### config.mk
export PLATFORM = sky130hd
export DESIGN_NAME = axi_bus
export DESIGN_NICKNAME = d
export VERILOG_FILES = /design/src/rtl/soc_bus_pkg.sv /design/src/rtl/axi_bus.sv
export SDC_FILE = /design/constraint.sdc
export NUM_CORES = 1
export LEC_CHECK = 0
export BUFFER_PORTS_ARGS = -buffer_cell sky130_fd_sc_hd__buf_4
export CORE_AREA = 2 2 196 198
export DETAILED_ROUTE_END_ITERATION = 6
export DIE_AREA = 0 0 198 200
export HOLD_SLACK_MARGIN = 0.06
export SYNTH_ARGS = -nofsm -noshare
export SYNTH_HDL_FRONTEND = slang
export SYNTH_SLANG_ARGS = --single-unit
export TNS_END_PERCENT = 1
### constraint.sdc
create_clock -name clk -period 1.6 [get_ports clk]
set_clock_uncertainty 0.1 [all_clocks]
set_input_delay 0.24 -clock clk [delete_from_list [all_inputs] [get_ports clk]]
set_output_delay 0.24 -clock clk [all_outputs]
set_load 0.02 [all_outputs]
### src/rtl/soc_bus_pkg.sv
`default_nettype none

package soc_bus_pkg;

    localparam int ADDR_W = 32;
    localparam int DATA_W = 32;
    localparam int STRB_W = 4;
    localparam int LEN_W  = 8;

    // address map
    localparam logic [ADDR_W-1:0] MEM_START_ADDR = 32'h0000_0000;
    localparam logic [ADDR_W-1:0] MEM_END_ADDR   = 32'h0FFF_FFFF;
    localparam logic [ADDR_W-1:0] LED_START_ADDR = 32'h2000_0000;
    localparam logic [ADDR_W-1:0] LED_END_ADDR   = 32'h2FFF_FFFF;

    localparam int MEM_WORDS = 256;
    localparam int MEM_AW    = $clog2(MEM_WORDS);  // word index, offset bits 9:2
    localparam int LED_W     = 8;

    typedef enum logic [1:0] {FIXED = 2'b00, INCR = 2'b01} burst_e;
    typedef enum logic [1:0] {OKAY = 2'b00, SLVERR = 2'b10, DECERR = 2'b11} resp_e;
    typedef enum logic [1:0] {SEL_MEM, SEL_LED, SEL_NONE} slave_sel_e;
    typedef enum logic [1:0] {WR_IDLE, WR_DATA, WR_RESP} wr_state_e;
    typedef enum logic {RD_IDLE, RD_DATA} rd_state_e;

    typedef struct packed {
        logic [ADDR_W-1:0] addr;
        logic [LEN_W-1:0]  len;   // beats minus one
        burst_e            burst;
    } axi_aw_t;

    typedef struct packed {
        logic [ADDR_W-1:0] addr;
        logic [LEN_W-1:0]  len;
        burst_e            burst;
    } axi_ar_t;

    typedef struct packed {
        logic [DATA_W-1:0] data;
        logic [STRB_W-1:0] strb;
        logic              last;
    } axi_w_t;

    typedef struct packed {
        resp_e resp;
    } axi_b_t;

    typedef struct packed {
        logic [DATA_W-1:0] data;
        resp_e             resp;
        logic              last;
    } axi_r_t;

endpackage

`default_nettype wire

### src/rtl/axi_bus.sv
`timescale 1ns/10ps
`default_nettype none

module axi_bus (
    input  wire                         clk,
    input  wire                         rst_n,
    input  wire soc_bus_pkg::axi_aw_t   aw,
    input  wire                         aw_valid,
    output logic                        aw_ready,
    input  wire soc_bus_pkg::axi_w_t    w,
    input  wire                         w_valid,
    output logic                        w_ready,
    output soc_bus_pkg::axi_b_t         b,
    output logic                        b_valid,
    input  wire                         b_ready,
    input  wire soc_bus_pkg::axi_ar_t   ar,
    input  wire                         ar_valid,
    output logic                        ar_ready,
    output soc_bus_pkg::axi_r_t         r,
    output logic                        r_valid,
    input  wire                         r_ready,
    output soc_bus_pkg::axi_aw_t        mem_aw,
    output logic                        mem_aw_valid,
    input  wire                         mem_aw_ready,
    output soc_bus_pkg::axi_w_t         mem_w,
    output logic                        mem_w_valid,
    input  wire                         mem_w_ready,
    input  wire soc_bus_pkg::axi_b_t    mem_b,
    input  wire                         mem_b_valid,
    output logic                        mem_b_ready,
    output soc_bus_pkg::axi_ar_t        mem_ar,
    output logic                        mem_ar_valid,
    input  wire                         mem_ar_ready,
    input  wire soc_bus_pkg::axi_r_t    mem_r,
    input  wire                         mem_r_valid,
    output logic                        mem_r_ready,
    output soc_bus_pkg::axi_aw_t        led_aw,
    output logic                        led_aw_valid,
    input  wire                         led_aw_ready,
    output soc_bus_pkg::axi_w_t         led_w,
    output logic                        led_w_valid,
    input  wire                         led_w_ready,
    input  wire soc_bus_pkg::axi_b_t    led_b,
    input  wire                         led_b_valid,
    output logic                        led_b_ready,
    output soc_bus_pkg::axi_ar_t        led_ar,
    output logic                        led_ar_valid,
    input  wire                         led_ar_ready,
    input  wire soc_bus_pkg::axi_r_t    led_r,
    input  wire                         led_r_valid,
    output logic                        led_r_ready
);
    import soc_bus_pkg::*;

    wr_state_e        wr_state;
    rd_state_e        rd_state;
    slave_sel_e       wr_sel, rd_sel;
    slave_sel_e       aw_dec, ar_dec;
    logic [LEN_W-1:0] rd_len;
    logic [LEN_W-1:0] rd_cnt;  // decode-error beat counter

    function automatic slave_sel_e decode(input logic [ADDR_W-1:0] addr);
        if (addr >= MEM_START_ADDR && addr <= MEM_END_ADDR)
            return SEL_MEM;
        if (addr >= LED_START_ADDR && addr <= LED_END_ADDR)
            return SEL_LED;
        return SEL_NONE;  // jtag, spare and unmapped space
    endfunction

    assign aw_dec = decode(aw.addr);
    assign ar_dec = decode(ar.addr);

    assign mem_aw       = aw;
    assign led_aw       = aw;
    assign mem_aw_valid = aw_valid && wr_state == WR_IDLE && aw_dec == SEL_MEM;
    assign led_aw_valid = aw_valid && wr_state == WR_IDLE && aw_dec == SEL_LED;
    assign mem_w        = w;
    assign led_w        = w;
    assign mem_w_valid  = w_valid && wr_state == WR_DATA && wr_sel == SEL_MEM;
    assign led_w_valid  = w_valid && wr_state == WR_DATA && wr_sel == SEL_LED;
    assign mem_b_ready  = b_ready && wr_state == WR_RESP && wr_sel == SEL_MEM;
    assign led_b_ready  = b_ready && wr_state == WR_RESP && wr_sel == SEL_LED;
    assign mem_ar       = ar;
    assign led_ar       = ar;
    assign mem_ar_valid = ar_valid && rd_state == RD_IDLE && ar_dec == SEL_MEM;
    assign led_ar_valid = ar_valid && rd_state == RD_IDLE && ar_dec == SEL_LED;
    assign mem_r_ready  = r_ready && rd_state == RD_DATA && rd_sel == SEL_MEM;
    assign led_r_ready  = r_ready && rd_state == RD_DATA && rd_sel == SEL_LED;

    // write side back to the master
    always_comb begin
        case (aw_dec)
            SEL_MEM: aw_ready = mem_aw_ready;
            SEL_LED: aw_ready = led_aw_ready;
            default: aw_ready = 1'b1;
        endcase
        aw_ready = aw_ready && wr_state == WR_IDLE;
        w_ready  = 1'b1;  // unmapped: swallow data
        b_valid  = 1'b1;
        b        = '{resp: DECERR};
        if (wr_sel == SEL_MEM) begin
            w_ready = mem_w_ready;
            b_valid = mem_b_valid;
            b       = mem_b;
        end else if (wr_sel == SEL_LED) begin
            w_ready = led_w_ready;
            b_valid = led_b_valid;
            b       = led_b;
        end
        w_ready = w_ready && wr_state == WR_DATA;
        b_valid = b_valid && wr_state == WR_RESP;
    end

    always_comb begin
        case (ar_dec)
            SEL_MEM: ar_ready = mem_ar_ready;
            SEL_LED: ar_ready = led_ar_ready;
            default: ar_ready = 1'b1;
        endcase
        ar_ready = ar_ready && rd_state == RD_IDLE;
        r_valid  = 1'b1;
        r        = '{data: '0, resp: DECERR, last: rd_cnt == rd_len};
        if (rd_sel == SEL_MEM) begin
            r_valid = mem_r_valid;
            r       = mem_r;
        end else if (rd_sel == SEL_LED) begin
            r_valid = led_r_valid;
            r       = led_r;
        end
        r_valid = r_valid && rd_state == RD_DATA;
    end

    always_ff @(posedge clk or negedge rst_n) begin
        if (!rst_n) begin
            wr_state <= WR_IDLE;
            wr_sel   <= SEL_NONE;
            rd_state <= RD_IDLE;
            rd_sel   <= SEL_NONE;
            rd_len   <= '0;
            rd_cnt   <= '0;
        end else begin
            case (wr_state)
                WR_IDLE: if (aw_valid && aw_ready) begin
                    wr_sel   <= aw_dec;  // held until b completes
                    wr_state <= WR_DATA;
                end
                WR_DATA: if (w_valid && w_ready && w.last) wr_state <= WR_RESP;
                WR_RESP: if (b_valid && b_ready) wr_state <= WR_IDLE;
                default: wr_state <= WR_IDLE;
            endcase
            case (rd_state)
                RD_IDLE: if (ar_valid && ar_ready) begin
                    rd_sel   <= ar_dec;
                    rd_len   <= ar.len;
                    rd_cnt   <= '0;
                    rd_state <= RD_DATA;
                end
                RD_DATA: if (r_valid && r_ready) begin
                    rd_cnt <= rd_cnt + 1'b1;
                    if (r.last) rd_state <= RD_IDLE;
                end
                default: rd_state <= RD_IDLE;
            endcase
        end
    end

endmodule

`default_nettype wire

; ---- Word level (Yosys, flattened, before mapping)
; Cells that the tools add are included.
[totals]
register_bits = 23
inputBits = 212
output_inout_bits = 294
wordCells = 104
[op_classes]
magnitude_cmp = 8
n_bitwise = 1
n_addsub = 1
eq_ne = 12
mux = 37
reduce_logical = 39
[ops]
columns = cell, n
row1 = 35-bit two-way mux, 2
row2 = "32-bit by 1-bit >= comparator with 1-bit output, second input constant", 2
row3 = "32-bit by 30-bit >= comparator with 1-bit output, second input constant", 2
row4 = "32-bit by 28-bit less-or-equal comparator with 1-bit output, second input constant", 2
row5 = "32-bit by 30-bit less-or-equal comparator with 1-bit output, second input constant", 2
row6 = 1-bit logical AND, 30
row7 = 2-bit two-way mux, 13
row8 = 8-bit two-way mux, 2
row9 = 8-bit case mux with 2 select lines, 1
row10 = 1-bit two-way mux, 15
row11 = "2-bit by 1-bit == test with 1-bit output, second input constant", 5
row12 = 2-bit logical NOT, 5
row13 = "2-bit by 1-bit != test with 1-bit output, second input constant", 5
row14 = "8-bit by 1-bit adder with 8-bit output, second input constant", 1
row15 = 8-bit == test, 1
row16 = 1-bit case mux with 2 select lines, 3
row17 = 2-bit case mux with 3 select lines, 1
row18 = 2-bit AND reduction, 3
row19 = 3-bit AND reduction, 1
row20 = "2-bit == test, second input constant", 1
row21 = 1-bit inverter, 1

; ---- Depth between registers and ports, before layout
[logic_depth]
depth_word = 12
mapped_depth = 5
depth_no_buf = 5

; ---- Worst setup path after synthesis
; Ideal clock, no wire load.
[synth_path]
kind = reg2out
from = register rd_sel[0]
to = output port led_r_ready
required_ns = 1.260
stages_incl_launch_ff = 5
path_slack_ns = -0.209
t_arrival_ns = 1.469
n_path_buf = 3
cell_sequence = dfrtp_1 buf_4 buf_2 buf_2 nor3b_1
[synth_via]
elab_chain_len = 2
[synth_lines]
columns = item, line_no
row1 = from (decl), axi_bus.sv:57  ; slave_sel_e wr_sel, rd_sel;
row2 = from (signal assigned), axi_bus.sv:153  ; rd_sel <= ar_dec;
row3 = 2-bit by 1-bit == test with 1-bit output, axi_bus.sv:88  ; assign led_r_ready = r_ready && rd_state == RD_DATA && rd_sel == SEL_LED;
row4 = 1-bit logical AND, axi_bus.sv:88
row5 = to (decl), axi_bus.sv:51  ; output logic led_r_ready
; Every way passes these cells.

==> out/summary.txt <==
RSZ-0062 raised after global routing: yes
WL final: 15410 µm
hold depth: 2
Layout Nets: 659
Crit path top cell by count: buf_4
total grt overflow: 0
DIE HEIGHT: 200 µm
largest net degree at the start of global routing: 24
Residual DRC: 0
Max Cap Violations: 0
Buf/Inv on CP: 3
fin util: 12.55%
CP max-delay cell: dfrtp_2
combinational fraction of design power: 66.7%
critical path cell sequence: buf_12 > mux2i_2 > buf_4 > nor2_1 > buf_4
Post-Synthesis Cells: 463
R2R cell count: 4
fin crit share: 118.3%
Max stage delay on crit path: 0.45 ns
Leak Pwr: 2.006 nW
Post-synth EDFFs: 0
startpoint types: register
clock-pin slew on the worst setup and hold paths: 0.06 ns
Crit path max-delay family: buffers and inverters
layout cells sized above 1: 67.19%
Req. time, crit path: 1.26 ns
Post-DRT Antenna Nets: 0
CTS tree: built
Synth cell types: 41
core box area: 37400 µm²
Syn Nets: 676
sequential share of the synthesized area: 15.65%
P&R area growth vs syn: 27.10%
main flop type after synthesis: dfrtp_1
dpl cell area: 4240 µm²
HP Start: ar[4]
Net Sw Frac: 43.10%
failing checks: setup timing
Final Hold Viols: 0
CTS H-tree lvls: 1
CTS Sinks: 23
Max VDD drop: 0.5270 mV
Boundary Pins: 506
syn_area_per_cell: 7.977 µm²
warnings from Yosys: 0
Iter 0 DRT Violations: 57
number of antenna diodes: 0
P_sw: 2.107 mW
Synth area leader: buf_4
largest fanout on the critical path: 20
Power Density: 1041 nW/µm²
DR WL/cell: 16.12 µm
GPL Wtd Cong: 0.6709
initial antenna violation count: 0
kind of end point of the critical path: output pin
first-pass GRT wire length: 19820 µm
vias in the first global route: 2968
clk_lat worst skew: 0.26 ns
chip width: 198 µm
Setup WS post-layout: -0.2924 ns
min Tclk post-route: 1.892 ns
Post-Place Cells: 949
RR Startpoint: rd_sel[0]$_DFFE_PN0P_
Die ar.: 39600 µm²
FMAX: 0.5284 GHz
Port Buf Inserts: 193
mapped cell area: 3694 µm²
R2R setup slack: -0.19 ns
crit path DAT: 1.55 ns
cts bufs inserted: 3
GRT Total Usage: 7.232%
max_slew headroom: 72.59%
worst slew pin tran: 0.4101 ns
root buf cell: clkbuf_16
status: finished, violations left
Crit Reg-Reg Endpoint: rd_cnt[5]$_DFFE_PN0P_
top cells by count, synth: 243 x buf_4, 44 x nor2_1, 36 x mux2i_1
Max Slew Vio Count: 0
Internal: 2.781 mW
vias per cell: 2.918
Starting Density: 9.876%
clock power share: 11.4%
Rows: 71
Sequential Power Share: 21.9%
most common cell in the synthesized netlist: buf_4
TritonRoute pass-1 iters: 4
post-synth top area share: 49.39%
Finished Layout Cells: 956
Synth Register Bits: 23
hold endpoint: rd_len[2]$_DFFE_PN0P_
via count: 2790
WS Path Type: register to output pin
Worst Hold Class: primary input to register
top cells by area, synth: buf_4 49%, dfrtp_1 14%, mux2i_1 9.8%
# setup viols final: 51
final instance area: 4695 µm²
HPWL after detailed placement: 13240 µm
clock tree buffer depth: 2
fraction of registers with async set/reset: 100.0%
## power by group through the flow
stage	Sequential, mW	Clock (mW)	Combinational (mW)
final	1.07	0.559	3.26
after CTS	1.07	0.599	3.22
after floorplan	0.947	0	2.33
after global placement	1.04	0	2.88
after global routing	1.11	0.625	3.52
after detailed placement	1.05	0	2.89
## cell usage in the layout (no fill, tap or decap), types with 3 or more instances in the layout
cell type and count:
nand3_1 5, xnor2_1 3, a21oi_1 6, dfrtp_2 4
nand2_1 12, nor3_1 4, mux2i_4 7, o21ai_0 3
mux2i_2 13, inv_1 5, xor2_1 9, mux2_4 8
dfrtp_1 17, nor2_1 39, a211o_1 3, mux2i_1 17
clkbuf_16 3, nor2_2 5, buf_4 213, buf_12 3
buf_6 16
## how the worst max path moves through the flow
stage                           from               endpoint  slack [ns]  cells after the start
6_report       rd_sel[0]$_DFFE_PN0P_                  r[33]       -0.29                      5
5_1_grt        rd_sel[0]$_DFFE_PN0P_                  r[33]       -0.37                      5
4_1_cts        rd_sel[0]$_DFFE_PN0P_                   r[0]       -0.32                      6
3_5_place_dp      rd_state$_DFF_PN0_  rd_cnt[5]$_DFFE_PN0P_       -0.26                      4
3_3_place_gp      rd_state$_DFF_PN0_  rd_cnt[5]$_DFFE_PN0P_       -0.26                      4
2_1_floorplan  rd_sel[1]$_DFFE_PN1P_  rd_cnt[5]$_DFFE_PN0P_       -0.13                      4
## layout make-up
type	count	area [µm²]
inverter	6	23.77
timing repair buffer	234	1877
fill	4282	32710
clock buffer	3	75.07
tap	511	639.4
multi-input combinational	178	1491
sequential	23	583.1
clock inverter	1	5.005
## registers in the layout, summed over array words and instances (netlist names)
register and cells:
rd_cnt 8, wr_sel 2, rd_state 1, rd_sel 2
rd_len 8, wr_state 2
## per-layer routing
metal / vias to the layer above / global-route usage [%] / routed length (µm)
met1: 1228 / 7.071 / 5266
met4: 0 / 4.428 / 902
li1: 1222 / - / -
met3: 81 / 3.091 / 1859
met5: - / 0 / 0
met2: 259 / 12.73 / 7384
## through the flow
| step | worst slack (ns) | hold WS (ns) | TNS, ns | total power, mW |
|---|---|---|---|---|
| 2_1_floorplan | -0.1349 | -0.1556 | -2.142 | 3.276 |
| 3_3_place_gp | -0.2626 | 0.06993 | -2.866 | 3.919 |
| 3_5_place_dp | -0.2559 | 0.07269 | -2.518 | 3.944 |
| 4_1_cts | -0.3218 | 0.1293 | -10.69 | 4.890 |
| 5_1_grt | -0.3732 | 0.1266 | -13.74 | 5.256 |
| 6_report | -0.2924 | 0.1381 | -8.951 | 4.887 |
## cells by family after synthesis
| family | count (synthesis) | synth area share, % |
|---|---|---|
| flops | 23 | 15.65 |
| compound gates | 32 | 5.996 |
| fa+ha+maj | 1 | 0.3387 |
| mux | 47 | 13.18 |
| buf+inv | 262 | 51.49 |
| simple gates | 86 | 10.50 |
| xor+xnor | 12 | 2.846 |
## worst reg2reg max path, stage by stage (launching register included)
cell and delay (ns):
dfrtp_2 0.47, mux2i_2 0.22, a21o_1 0.24, or4_1 0.55, a21oi_2 0.16
## what timing repair did
| action | 4_1_cts | 5_1_grt |
|---|---|---|
| hold buffers | 1 | 0 |
| gates cloned | 1 | 0 |
| endpoints found under the hold margin | 21 | 0 |
| endpoints found under the setup margin | 66 | 66 |
| buffers inserted | 1 | 0 |
| pin swaps | 5 | 3 |
| resized for setup | 58 | 23 |
(Power assumes the default switching activity.)
