[config.mk]
export PLATFORM = sky130hd
export DESIGN_NAME = led_slave
export DESIGN_NICKNAME = d
export VERILOG_FILES = /design/src/rtl/soc_bus_pkg.sv /design/src/rtl/led_slave.sv
export SDC_FILE = /design/constraint.sdc
export NUM_CORES = 1
export LEC_CHECK = 0
export ABC_AREA = 0
export ABC_CLOCK_PERIOD_IN_PS = 1790
export BUFFER_PORTS_ARGS = -buffer_cell sky130_fd_sc_hd__buf_2
export CAP_MARGIN = 20
export CORE_MARGIN = 10
export CORE_UTILIZATION = 35
export CTS_BUF_LIST = sky130_fd_sc_hd__clkbuf_16
export DETAILED_ROUTE_END_ITERATION = 12
export HOLD_SLACK_MARGIN = 0.1
export PLACE_DENSITY = 0.83
export SYNTH_ARGS = -nofsm -noshare
export SYNTH_HDL_FRONTEND = slang
export SYNTH_SLANG_ARGS = --single-unit
[constraint.sdc]
create_clock -name clk -period 1.79 [get_ports clk]
set_input_delay 0.0895 -clock clk [delete_from_list [all_inputs] [get_ports clk]]
set_output_delay 0.0895 -clock clk [all_outputs]
set_load 0.005 [all_outputs]
[src/rtl/soc_bus_pkg.sv]
`default_nettype none

package soc_bus_pkg;

    localparam int ADDR_W = 32;
    localparam int DATA_W = 32;
    localparam int STRB_W = 4;
    localparam int LEN_W  = 8;

    // address map
    localparam logic [ADDR_W-1:0] MEM_START_ADDR = 32'h0000_0000;
    localparam logic [ADDR_W-1:0] MEM_END_ADDR   = 32'h0FFF_FFFF;
    localparam logic [ADDR_W-1:0] LED_START_ADDR = 32'h2000_0000;
    localparam logic [ADDR_W-1:0] LED_END_ADDR   = 32'h2FFF_FFFF;

    localparam int MEM_WORDS = 256;
    localparam int MEM_AW    = $clog2(MEM_WORDS);  // word index, offset bits 9:2
    localparam int LED_W     = 8;

    typedef enum logic [1:0] {FIXED = 2'b00, INCR = 2'b01} burst_e;
    typedef enum logic [1:0] {OKAY = 2'b00, SLVERR = 2'b10, DECERR = 2'b11} resp_e;
    typedef enum logic [1:0] {SEL_MEM, SEL_LED, SEL_NONE} slave_sel_e;
    typedef enum logic [1:0] {WR_IDLE, WR_DATA, WR_RESP} wr_state_e;
    typedef enum logic {RD_IDLE, RD_DATA} rd_state_e;

    typedef struct packed {
        logic [ADDR_W-1:0] addr;
        logic [LEN_W-1:0]  len;   // beats minus one
        burst_e            burst;
    } axi_aw_t;

    typedef struct packed {
        logic [ADDR_W-1:0] addr;
        logic [LEN_W-1:0]  len;
        burst_e            burst;
    } axi_ar_t;

    typedef struct packed {
        logic [DATA_W-1:0] data;
        logic [STRB_W-1:0] strb;
        logic              last;
    } axi_w_t;

    typedef struct packed {
        resp_e resp;
    } axi_b_t;

    typedef struct packed {
        logic [DATA_W-1:0] data;
        resp_e             resp;
        logic              last;
    } axi_r_t;

endpackage

`default_nettype wire

[src/rtl/led_slave.sv]
`timescale 1ns/10ps
`default_nettype none

module led_slave (
    input  wire                         clk,
    input  wire                         rst_n,
    input  wire soc_bus_pkg::axi_aw_t   aw,
    input  wire                         aw_valid,
    output logic                        aw_ready,
    input  wire soc_bus_pkg::axi_w_t    w,
    input  wire                         w_valid,
    output logic                        w_ready,
    output soc_bus_pkg::axi_b_t         b,
    output logic                        b_valid,
    input  wire                         b_ready,
    input  wire soc_bus_pkg::axi_ar_t   ar,
    input  wire                         ar_valid,
    output logic                        ar_ready,
    output soc_bus_pkg::axi_r_t         r,
    output logic                        r_valid,
    input  wire                         r_ready,
    output logic [soc_bus_pkg::DATA_W-1:0] led_reg
);
    import soc_bus_pkg::*;

    wr_state_e         wr_state;
    rd_state_e         rd_state;
    logic [LEN_W-1:0]  rd_rem;
    logic [DATA_W-1:0] rd_data;

    // one register for the whole window, so aw carries nothing needed here
    assign aw_ready = wr_state == WR_IDLE;
    assign w_ready  = wr_state == WR_DATA;
    assign b_valid  = wr_state == WR_RESP;
    assign b        = '{resp: OKAY};
    assign ar_ready = rd_state == RD_IDLE;
    assign r_valid  = rd_state == RD_DATA;
    assign r        = '{data: rd_data, resp: OKAY, last: rd_rem == '0};

    always_ff @(posedge clk or negedge rst_n) begin
        if (!rst_n) begin
            led_reg  <= '0;
            wr_state <= WR_IDLE;
            rd_state <= RD_IDLE;
            rd_rem   <= '0;
        end else begin
            case (wr_state)
                WR_IDLE: if (aw_valid && aw_ready) wr_state <= WR_DATA;
                WR_DATA: if (w_valid) begin
                    for (int i = 0; i < STRB_W; i++)
                        if (w.strb[i]) led_reg[8*i +: 8] <= w.data[8*i +: 8];
                    if (w.last) wr_state <= WR_RESP;
                end
                WR_RESP: if (b_ready) wr_state <= WR_IDLE;
                default: wr_state <= WR_IDLE;
            endcase
            case (rd_state)
                RD_IDLE: if (ar_valid) begin
                    rd_rem   <= ar.len;
                    rd_state <= RD_DATA;
                end
                RD_DATA: if (r_ready) begin
                    rd_rem <= rd_rem - 1'b1;
                    if (r.last) rd_state <= RD_IDLE;
                end
                default: rd_state <= RD_IDLE;
            endcase
        end
    end

    // snapshot per beat so a stalled beat keeps its data
    always_ff @(posedge clk) begin
        if ((ar_valid && ar_ready) || (r_valid && r_ready))
            rd_data <= led_reg;
    end

endmodule

`default_nettype wire

* Word level (Yosys, flattened, before mapping)
Index checks and enable logic that the tools add are counted.
** Storage, ports and cells
- Register bits :: 75
- Input port bits :: 128
- Output and inout port bits :: 74
- Word-level logic and storage cells :: 42
** Cells by class
- Add/subtract/negate cells :: 1
- Equality and inequality tests :: 8
- Muxes and demuxes :: 12
- Bitwise gates (word level) :: 1
- Reduce and logical (&&, ||, !) cells :: 12
** Operators by type and width (number)
- 2-to-1 mux 8 bit :: 2
- one-hot mux 8 bit (2 select lines) :: 1
- AND reduction 3 bit :: 4
- logical NOT 8 bit :: 1
- 2-to-1 mux 2 bit :: 4
- inequality test 2 bit, second input constant :: 4
- subtractor 8 x 1 -> 8 bit, second input constant :: 1
- one-hot mux 2 bit (3 select lines) :: 1
- inequality test 2 x 1 -> 1 bit, second input constant :: 2
- AND reduction 4 bit :: 1
- logical AND 1 bit :: 3
- 2-to-1 mux 1 bit :: 3
- equality test 2 x 1 -> 1 bit, second input constant :: 1
- equality test 2 bit, second input constant :: 1
- logical NOT 2 bit :: 1
- one-hot mux 1 bit (2 select lines) :: 1
- AND reduction 2 bit :: 1
- logical OR 1 bit :: 1
- inverter 1 bit :: 1

* Longest topological paths before layout
Gate-level depths: netlist of run 1.
- Word-level depth :: 4
- Mapped depth :: 5
- Gate-level depth less buffers :: 5

* Worst setup path before layout of run 1
No wires, ideal clock.
- Path kind :: register to register
- Start point :: register rd_state, in the netlist r_valid
- End point :: register rd_data[0], enable pin
- Library setup time :: 390 ps
- Arrival :: 1454 ps
- Required time :: 1400 ps
- Path slack :: -54 ps
- Stages on the path, launching flop included :: 4
- Path buffers :: 1
- Clock period less this slack :: 1844 ps
- Cell sequence :: dfrtp_1 > clkbuf_1 > mux2i_1 > inv_1
** Between the ends
- Cells in the longest elaborated chain, start to end :: 3
- Elaborated cells on any way between the ends :: 4
- Classes of those cells :: bitwise: 1; reduce/logical: 3
** RTL lines
- start, declared :: RTL line led_slave.sv:27 : rd_state_e rd_state;
- start signal, assigned :: RTL line led_slave.sv:44 : rd_state <= RD_IDLE;
- start signal, assigned :: RTL line led_slave.sv:60 : rd_state <= RD_DATA;
- start signal, assigned :: RTL line led_slave.sv:64 : if (r.last) rd_state <= RD_IDLE;
- inverter 1 bit
- logical AND 1 bit :: RTL line led_slave.sv:73 : if ((ar_valid && ar_ready) || (r_valid && r_ready))
- logical OR 1 bit (*) :: RTL line led_slave.sv:73
- end signal, assigned :: RTL line led_slave.sv:74 : rd_data <= led_reg;
- end, declared :: RTL line led_slave.sv:29 : logic [DATA_W-1:0] rd_data;
Every way passes the cells marked *; elsewhere a longest branch is shown, timed or not.
A chain may end at the register's enable or synchronous reset.

==> results.yml, run 1 <==
timing:
  worst_pin_slew_ns: 0.659
  finalCritPeriodShare_pct: 93.7
  rsz0062_at_grt: "false"
  maxSlewViolCount: 0
  timing.fmax_mhz: 596
  slew-limit-headroom_pct: 55.4
  finalSetupTns_ns: 0
  clock_skew_ns: 0.00464
  hold_viol: 0
  setup_violations: 0
  fin_crit_ns: 1.68
setup_path:
  path_delay_family: "simple AND/OR/NAND/NOR gates"
  cp_cell_sequence: "or4_4, nor3_1, buf_2"
  cp.arrival_ns: 1.59
  crit_type: "reg2out"
  cpPeakStageDelay_ns: 0.55
  critPathMaxFanout: 5
  cp-start-kind: "flop"
  required_ns: 1.70
  critPathBufInv: 1
  cp_slowest_cell: "or4_4"
  worstSetupEndpointType: "output pin"
final_layout:
  final_cells: 463
  layout_commonest_cell: "buf_2"
  fin_util_pct: 55.8
  diodes: 0
  postLayoutCellArea_mm2: 0.00436
  finalNetCount: 485
  final_cell_mix: "buf_2, dlygate4sd3_1, dfrtp_1, mux2_2, edfxtp_1"
  drive_gt1_share_pct: 51.0
  area_growth_pct: 53.3
detailed_routing:
  drc: 0
  antenna_left: 0
  wl_per_cell_um: 17.3
  met3_length_um: 645
  first_pass_iters: 4
  top_layer: "met4"
  wl_met1_um: 2920
  routed_via_density: 4.75
  num_vias: 2200
  wl_um: 8030
  route.met2.wl_um: 4220
  drt_iter0_markers: 160
die:
  dieWidth_um: 110
  io_pins: 202
  die_h_um: 110
  core_area_mm2: 0.00781
  dieArea_mm2: 0.0121
  rows: 32
  initial_core_util_pct: 36.4
synth:
  synth-seq-area-share_pct: 71.7
  synth_top_family_by_area: "multiplexers"
  synth_compound_area_share_pct: 4.80
  synth_warnings: 0
  synthSimpleGateAreaFrac_pct: 7.53
  netlist_area_mm2: 0.00284
  synth_mux_area_share_pct: 13.4
  synth_xor_area_share_pct: 0
  yosysTopAreaCell: "dfrtp_1"
  synthAdderAreaFrac_pct: 0.441
  synth.avg_cell_area_um2: 16.0
  synth_cell_types: 38
  synthDominantCellAreaShare_pct: 37.9
  synth-seq-cells: 75
  synth_area_leaders: "dfrtp_1, edfxtp_1, mux2_2, nand2_1, buf_4"
  synthCells: 178
grt:
  grt_pass1_vias: 2398
  grt_start_max_net_pins: 21
  grt_usage_pct: 13.2
  antenna_found_initial: 0
  grt-ovfl-total: 0
  grt_pass1_wl_um: 12300
status:
  status: "complete, no violations"
pwr:
  p_leak_nw: 1.95
  powerDensity_mw_per_mm2: 1420
  ir_drop_uv: 566
clock_network:
  cts_sinks: 75
  post-cts-setup-buffer-count: 0
  numCtsBuffers: 9
  clk_pin_slew_worst_paths_ns: 0.06
  clock_path_buffers: 2
  cts_root_buf: "clkbuf_16"
  htree_levels: 3
  cts_tree: "built"
  insertion_delay_ns: 0.32
worst_hold_path:
  min_path_type: "in2reg"
place:
  dp.cells: 404
  hpwlAfterDp_um: 5730
  gp_congestion: 0.778
  placedInstanceArea_mm2: 0.00362
  numPortBuffers: 121
job:
  maxCapViolations: 0
[cells by family (layout without fill, tap and decap cells)]
family                     Yosys count  count (layout)
AOI/OAI and AO/OA                   18              18
DFF                                 75              75
other                                1               4
buffers and inverters               11             191
adders and majority gates            1               1
muxes                               34              34
and+or+nand+nor                     38              38
[synth_stat cells, drive strengths merged]
library cell	n
o21ba	1
o311ai	2
a311o	1
mux2i	2
nand2b	3
nor4b	1
or4	3
nor2	6
nand2	9
a2bb2oi	1
o22ai	1
conb	1
ha	1
nor2b	3
or2	1
and3b	2
buf	4
o211ai	2
a21oi	3
edfxtp	32
nand3	4
inv	4
mux2	32
or3	1
nor3	1
nand3b	1
or3b	1
a21boi	1
clkbuf	3
dfrtp	43
nor4	1
o211a	1
o221a	1
a311oi	1
nand4	1
o21ai	3
[layer usage]
metal / up-vias / global-route usage [%]
met3: 20 / 4.00
li1: 1020 / -
met5: - / 0
met1: 1065 / 13.8
met2: 95 / 23.0
met4: 0 / 7.34
[area by class of cell]
cell class | count | area [um^2]
fillers | 655 | 3450
clock buffers | 9 | 225
well taps | 102 | 128
multi-input cells | 95 | 771
flip-flops and latches | 75 | 2040
inverters | 4 | 18.8
repair buffers | 171 | 1100
clock inverters | 7 | 75.1
[tightest hold or removal path, delay by kind of cell]
kind,cells,cell delay (ns)
compound gates,1,0.16
buf+inv,1,0.08
mux,1,0.06
[per-stage QoR]
| step | worst slack [ns] | power [mW] | hold slack [ns] |
|---|---|---|---|
| after floorplan | 0.0149 | 3.46 | -0.206 |
| after global placement | 0.168 | 4.26 | -0.0156 |
| after detailed placement | 0.130 | 4.35 | -0.0156 |
| after CTS | 0.115 | 6.24 | 0.113 |
| after global routing | 0.0169 | 6.53 | 0.150 |
| final | 0.113 | 6.18 | 0.119 |
[power breakdown]
part | switching, mW | total [mW] | internal [mW]
clock | 0.696 | 1.78 | 1.09
combinational | 0.647 | 1.52 | 0.871
sequential | 0.373 | 2.88 | 2.51
total | 1.72 | 6.18 | 4.46
[path summary, 6_finish.rpt]
kind | startpoint | to | slack [ns] | cells after the start
setup / recovery | rd_rem[4] | r[0] | 0.11 | 3
max in group asynchronous | rst_n | led_reg[29] | 1.07 | 3
hold / removal | ar[2] | rd_rem[0] | 0.12 | 3
hold reg to reg | led_reg[2] | rd_data[2] | 0.46 | 0
setup reg to reg | wr_state[1] | led_reg[21] | 0.12 | 3
min in group asynchronous | rst_n | rd_rem[5] | 0.18 | 2
[timing repair]
action,4_1_cts,5_1_grt
resized for setup,0,0
hold endpoints to repair,83,0
hold buffers,43,0
Note: power is estimated with default switching activity, not from simulation.
==> run 2: changes to the inputs <==
--- a/config.mk
+++ b/config.mk
@@ -15,6 +15,7 @@
 export DETAILED_ROUTE_END_ITERATION = 12
 export HOLD_SLACK_MARGIN = 0.1
 export PLACE_DENSITY = 0.83
+export RECOVER_POWER = 50
 export SYNTH_ARGS = -nofsm -noshare
 export SYNTH_HDL_FRONTEND = slang
 export SYNTH_SLANG_ARGS = --single-unit
==> run 2 against run 1 <==
Core utilization shrank 0.54 points. First-iteration DRC count grew 7.5%. Power shrank 0.69%. Combinational power shrank 3%. Largest cell class unchanged. Clock skew is essentially flat. Global-route usage is the same. Critical path depth is the same. Worst setup slack gained 0.010 ns. Non-clock buffer count is the same. Die area is the same. Flip-flop and latch count is the same.
==> results.yml, run 2 (same netlist as run 1, synthesis figures left out) <==
status:
  status: "complete, no violations"
timing:
  slew-limit-headroom_pct: 54.8
  worst_pin_slew_ns: 0.669
  hold_viol: 0
  timing.fmax_mhz: 600
  finalSetupTns_ns: 0
  setup_violations: 0
  fin_crit_ns: 1.67
  finalCritPeriodShare_pct: 93.1
  clock_skew_ns: 0.00451
  rsz0062_at_grt: "false"
  maxSlewViolCount: 0
pwr:
  total_switching_power_mw: 1.72
  p_leak_nw: 1.87
  ir_drop_uv: 564
  swShare_pct: 28.1
  seqPwrFrac_pct: 47.0
  power.internal_mw: 4.42
  pwr-share-clk_pct: 29.0
  powerDensity_mw_per_mm2: 1420
  comb_power_share_pct: 23.9
  power_mw: 6.14
setup_path:
  cp.arrival_ns: 1.58
  cp_cell_sequence: "or4_4, nor3_1, buf_2"
  crit_type: "reg2out"
  worstSetupEndpointType: "output pin"
  cpPeakStageDelay_ns: 0.55
  required_ns: 1.70
  critPathMaxFanout: 5
  cp-start-kind: "flop"
  cp_slowest_cell: "or4_4"
  path_delay_family: "simple AND/OR/NAND/NOR gates"
  critPathBufInv: 1
final_layout:
  postLayoutCellArea_mm2: 0.00431
  finalNetCount: 485
  layout_commonest_cell: "buf_2"
  final_cell_mix: "buf_2, dlygate4sd3_1, dfrtp_1, mux2_2, edfxtp_1"
  drive_gt1_share_pct: 42.7
  diodes: 0
  area_growth_pct: 51.9
grt:
  antenna_found_initial: 0
  grt_start_max_net_pins: 21
  grt_pass1_vias: 2398
  grt-ovfl-total: 0
  grt_usage_pct: 13.2
  grt_pass1_wl_um: 12300
place:
  placedInstanceArea_mm2: 0.00362
  gp_congestion: 0.778
  numPortBuffers: 121
  hpwlAfterDp_um: 5730
clock_network:
  cts_sinks: 75
  cts_tree: "built"
  clk_pin_slew_worst_paths_ns: 0.06
  clock_path_buffers: 2
  insertion_delay_ns: 0.32
  cts_root_buf: "clkbuf_16"
  cts_resized: 0
  numCtsBuffers: 9
  htree_levels: 3
detailed_routing:
  drc: 0
  first_pass_iters: 4
  wl_um: 8000
  top_layer: "met4"
  wl_met1_um: 2900
  met3_length_um: 645
  num_vias: 2203
  route.met2.wl_um: 4210
  routed_via_density: 4.76
  wl_per_cell_um: 17.3
  antenna_left: 0
  drt_iter0_markers: 172
die:
  initial_core_util_pct: 36.4
  die_h_um: 110
  io_pins: 202
  core_area_mm2: 0.00781
  rows: 32
  dieWidth_um: 110
  dieArea_mm2: 0.0121
worst_hold_path:
  min_path_type: "in2reg"
job:
  maxCapViolations: 0
run 2: changes by cell type in the layout (fill, tap and decap cells not counted):
cell and change:
buf_4 -2, clkbuf_1 +30, buf_2 -30, clkbuf_2 +2
run 2: cell type report:
type	instances	area, um^2
clock inverters	7	75.1
multi-input cells	95	771
repair buffers	171	1060
inverters	4	18.8
flip-flops and latches	75	2040
fillers	668	3490
well taps	102	128
clock buffers	9	225
run 2: worst paths after layout:
check / slack, ns / endpoint / cells after the start / from
worst min-delay path: 0.12 / rd_rem[0] / 3 / ar[2]
max in group asynchronous: 0.59 / led_reg[29] / 3 / rst_n
worst max register to register: 0.12 / led_reg[21] / 3 / wr_state[1]
worst min register to register: 0.46 / rd_data[2] / 0 / led_reg[2]
min in group asynchronous: 0.31 / rd_rem[5] / 2 / rst_n
worst max-delay path: 0.12 / r[0] / 3 / rd_rem[4]
run 2: worst min-delay path, delay by kind of cell:
family	cells	cell delay [ns]
compound gates	1	0.16
mux	1	0.06
buf+inv	1	0.08
run 2: layer usage:
layer / up-vias / global-route usage [%]
met5: - / 0
met4: 0 / 7.34
met3: 22 / 4.00
met2: 100 / 23.0
met1: 1065 / 13.8
li1: 1016 / -
run 2: repair_timing:
item	in CTS	in global routing
hold buffers	43	0
setup buffers	0	0
endpoints found under the hold margin	83	0
run 2: power groups by stage:
| stage | combinational [mW] | sequential (mW) | clock (mW) |
|---|---|---|---|
| 2_1_floorplan | 0.550 | 2.91 | 0 |
| 3_3_place_gp | 1.41 | 2.85 | 0 |
| 3_5_place_dp | 1.45 | 2.90 | 0 |
| 4_1_cts | 1.54 | 2.87 | 1.83 |
| 5_1_grt | 1.62 | 2.96 | 1.90 |
| 6_report | 1.47 | 2.89 | 1.78 |
run 2: metrics by stage:
step           util (%)  std cells  worst slack, ns  hold slack, ns
3_5_place_dp       46.4        404            0.130         -0.0156
4_1_cts            55.8        463            0.115           0.113
3_3_place_gp       46.4        404            0.168         -0.0156
2_1_floorplan         -        181           0.0149          -0.206
5_1_grt            55.2        463           0.0169           0.150
6_report           55.2        463            0.123           0.119
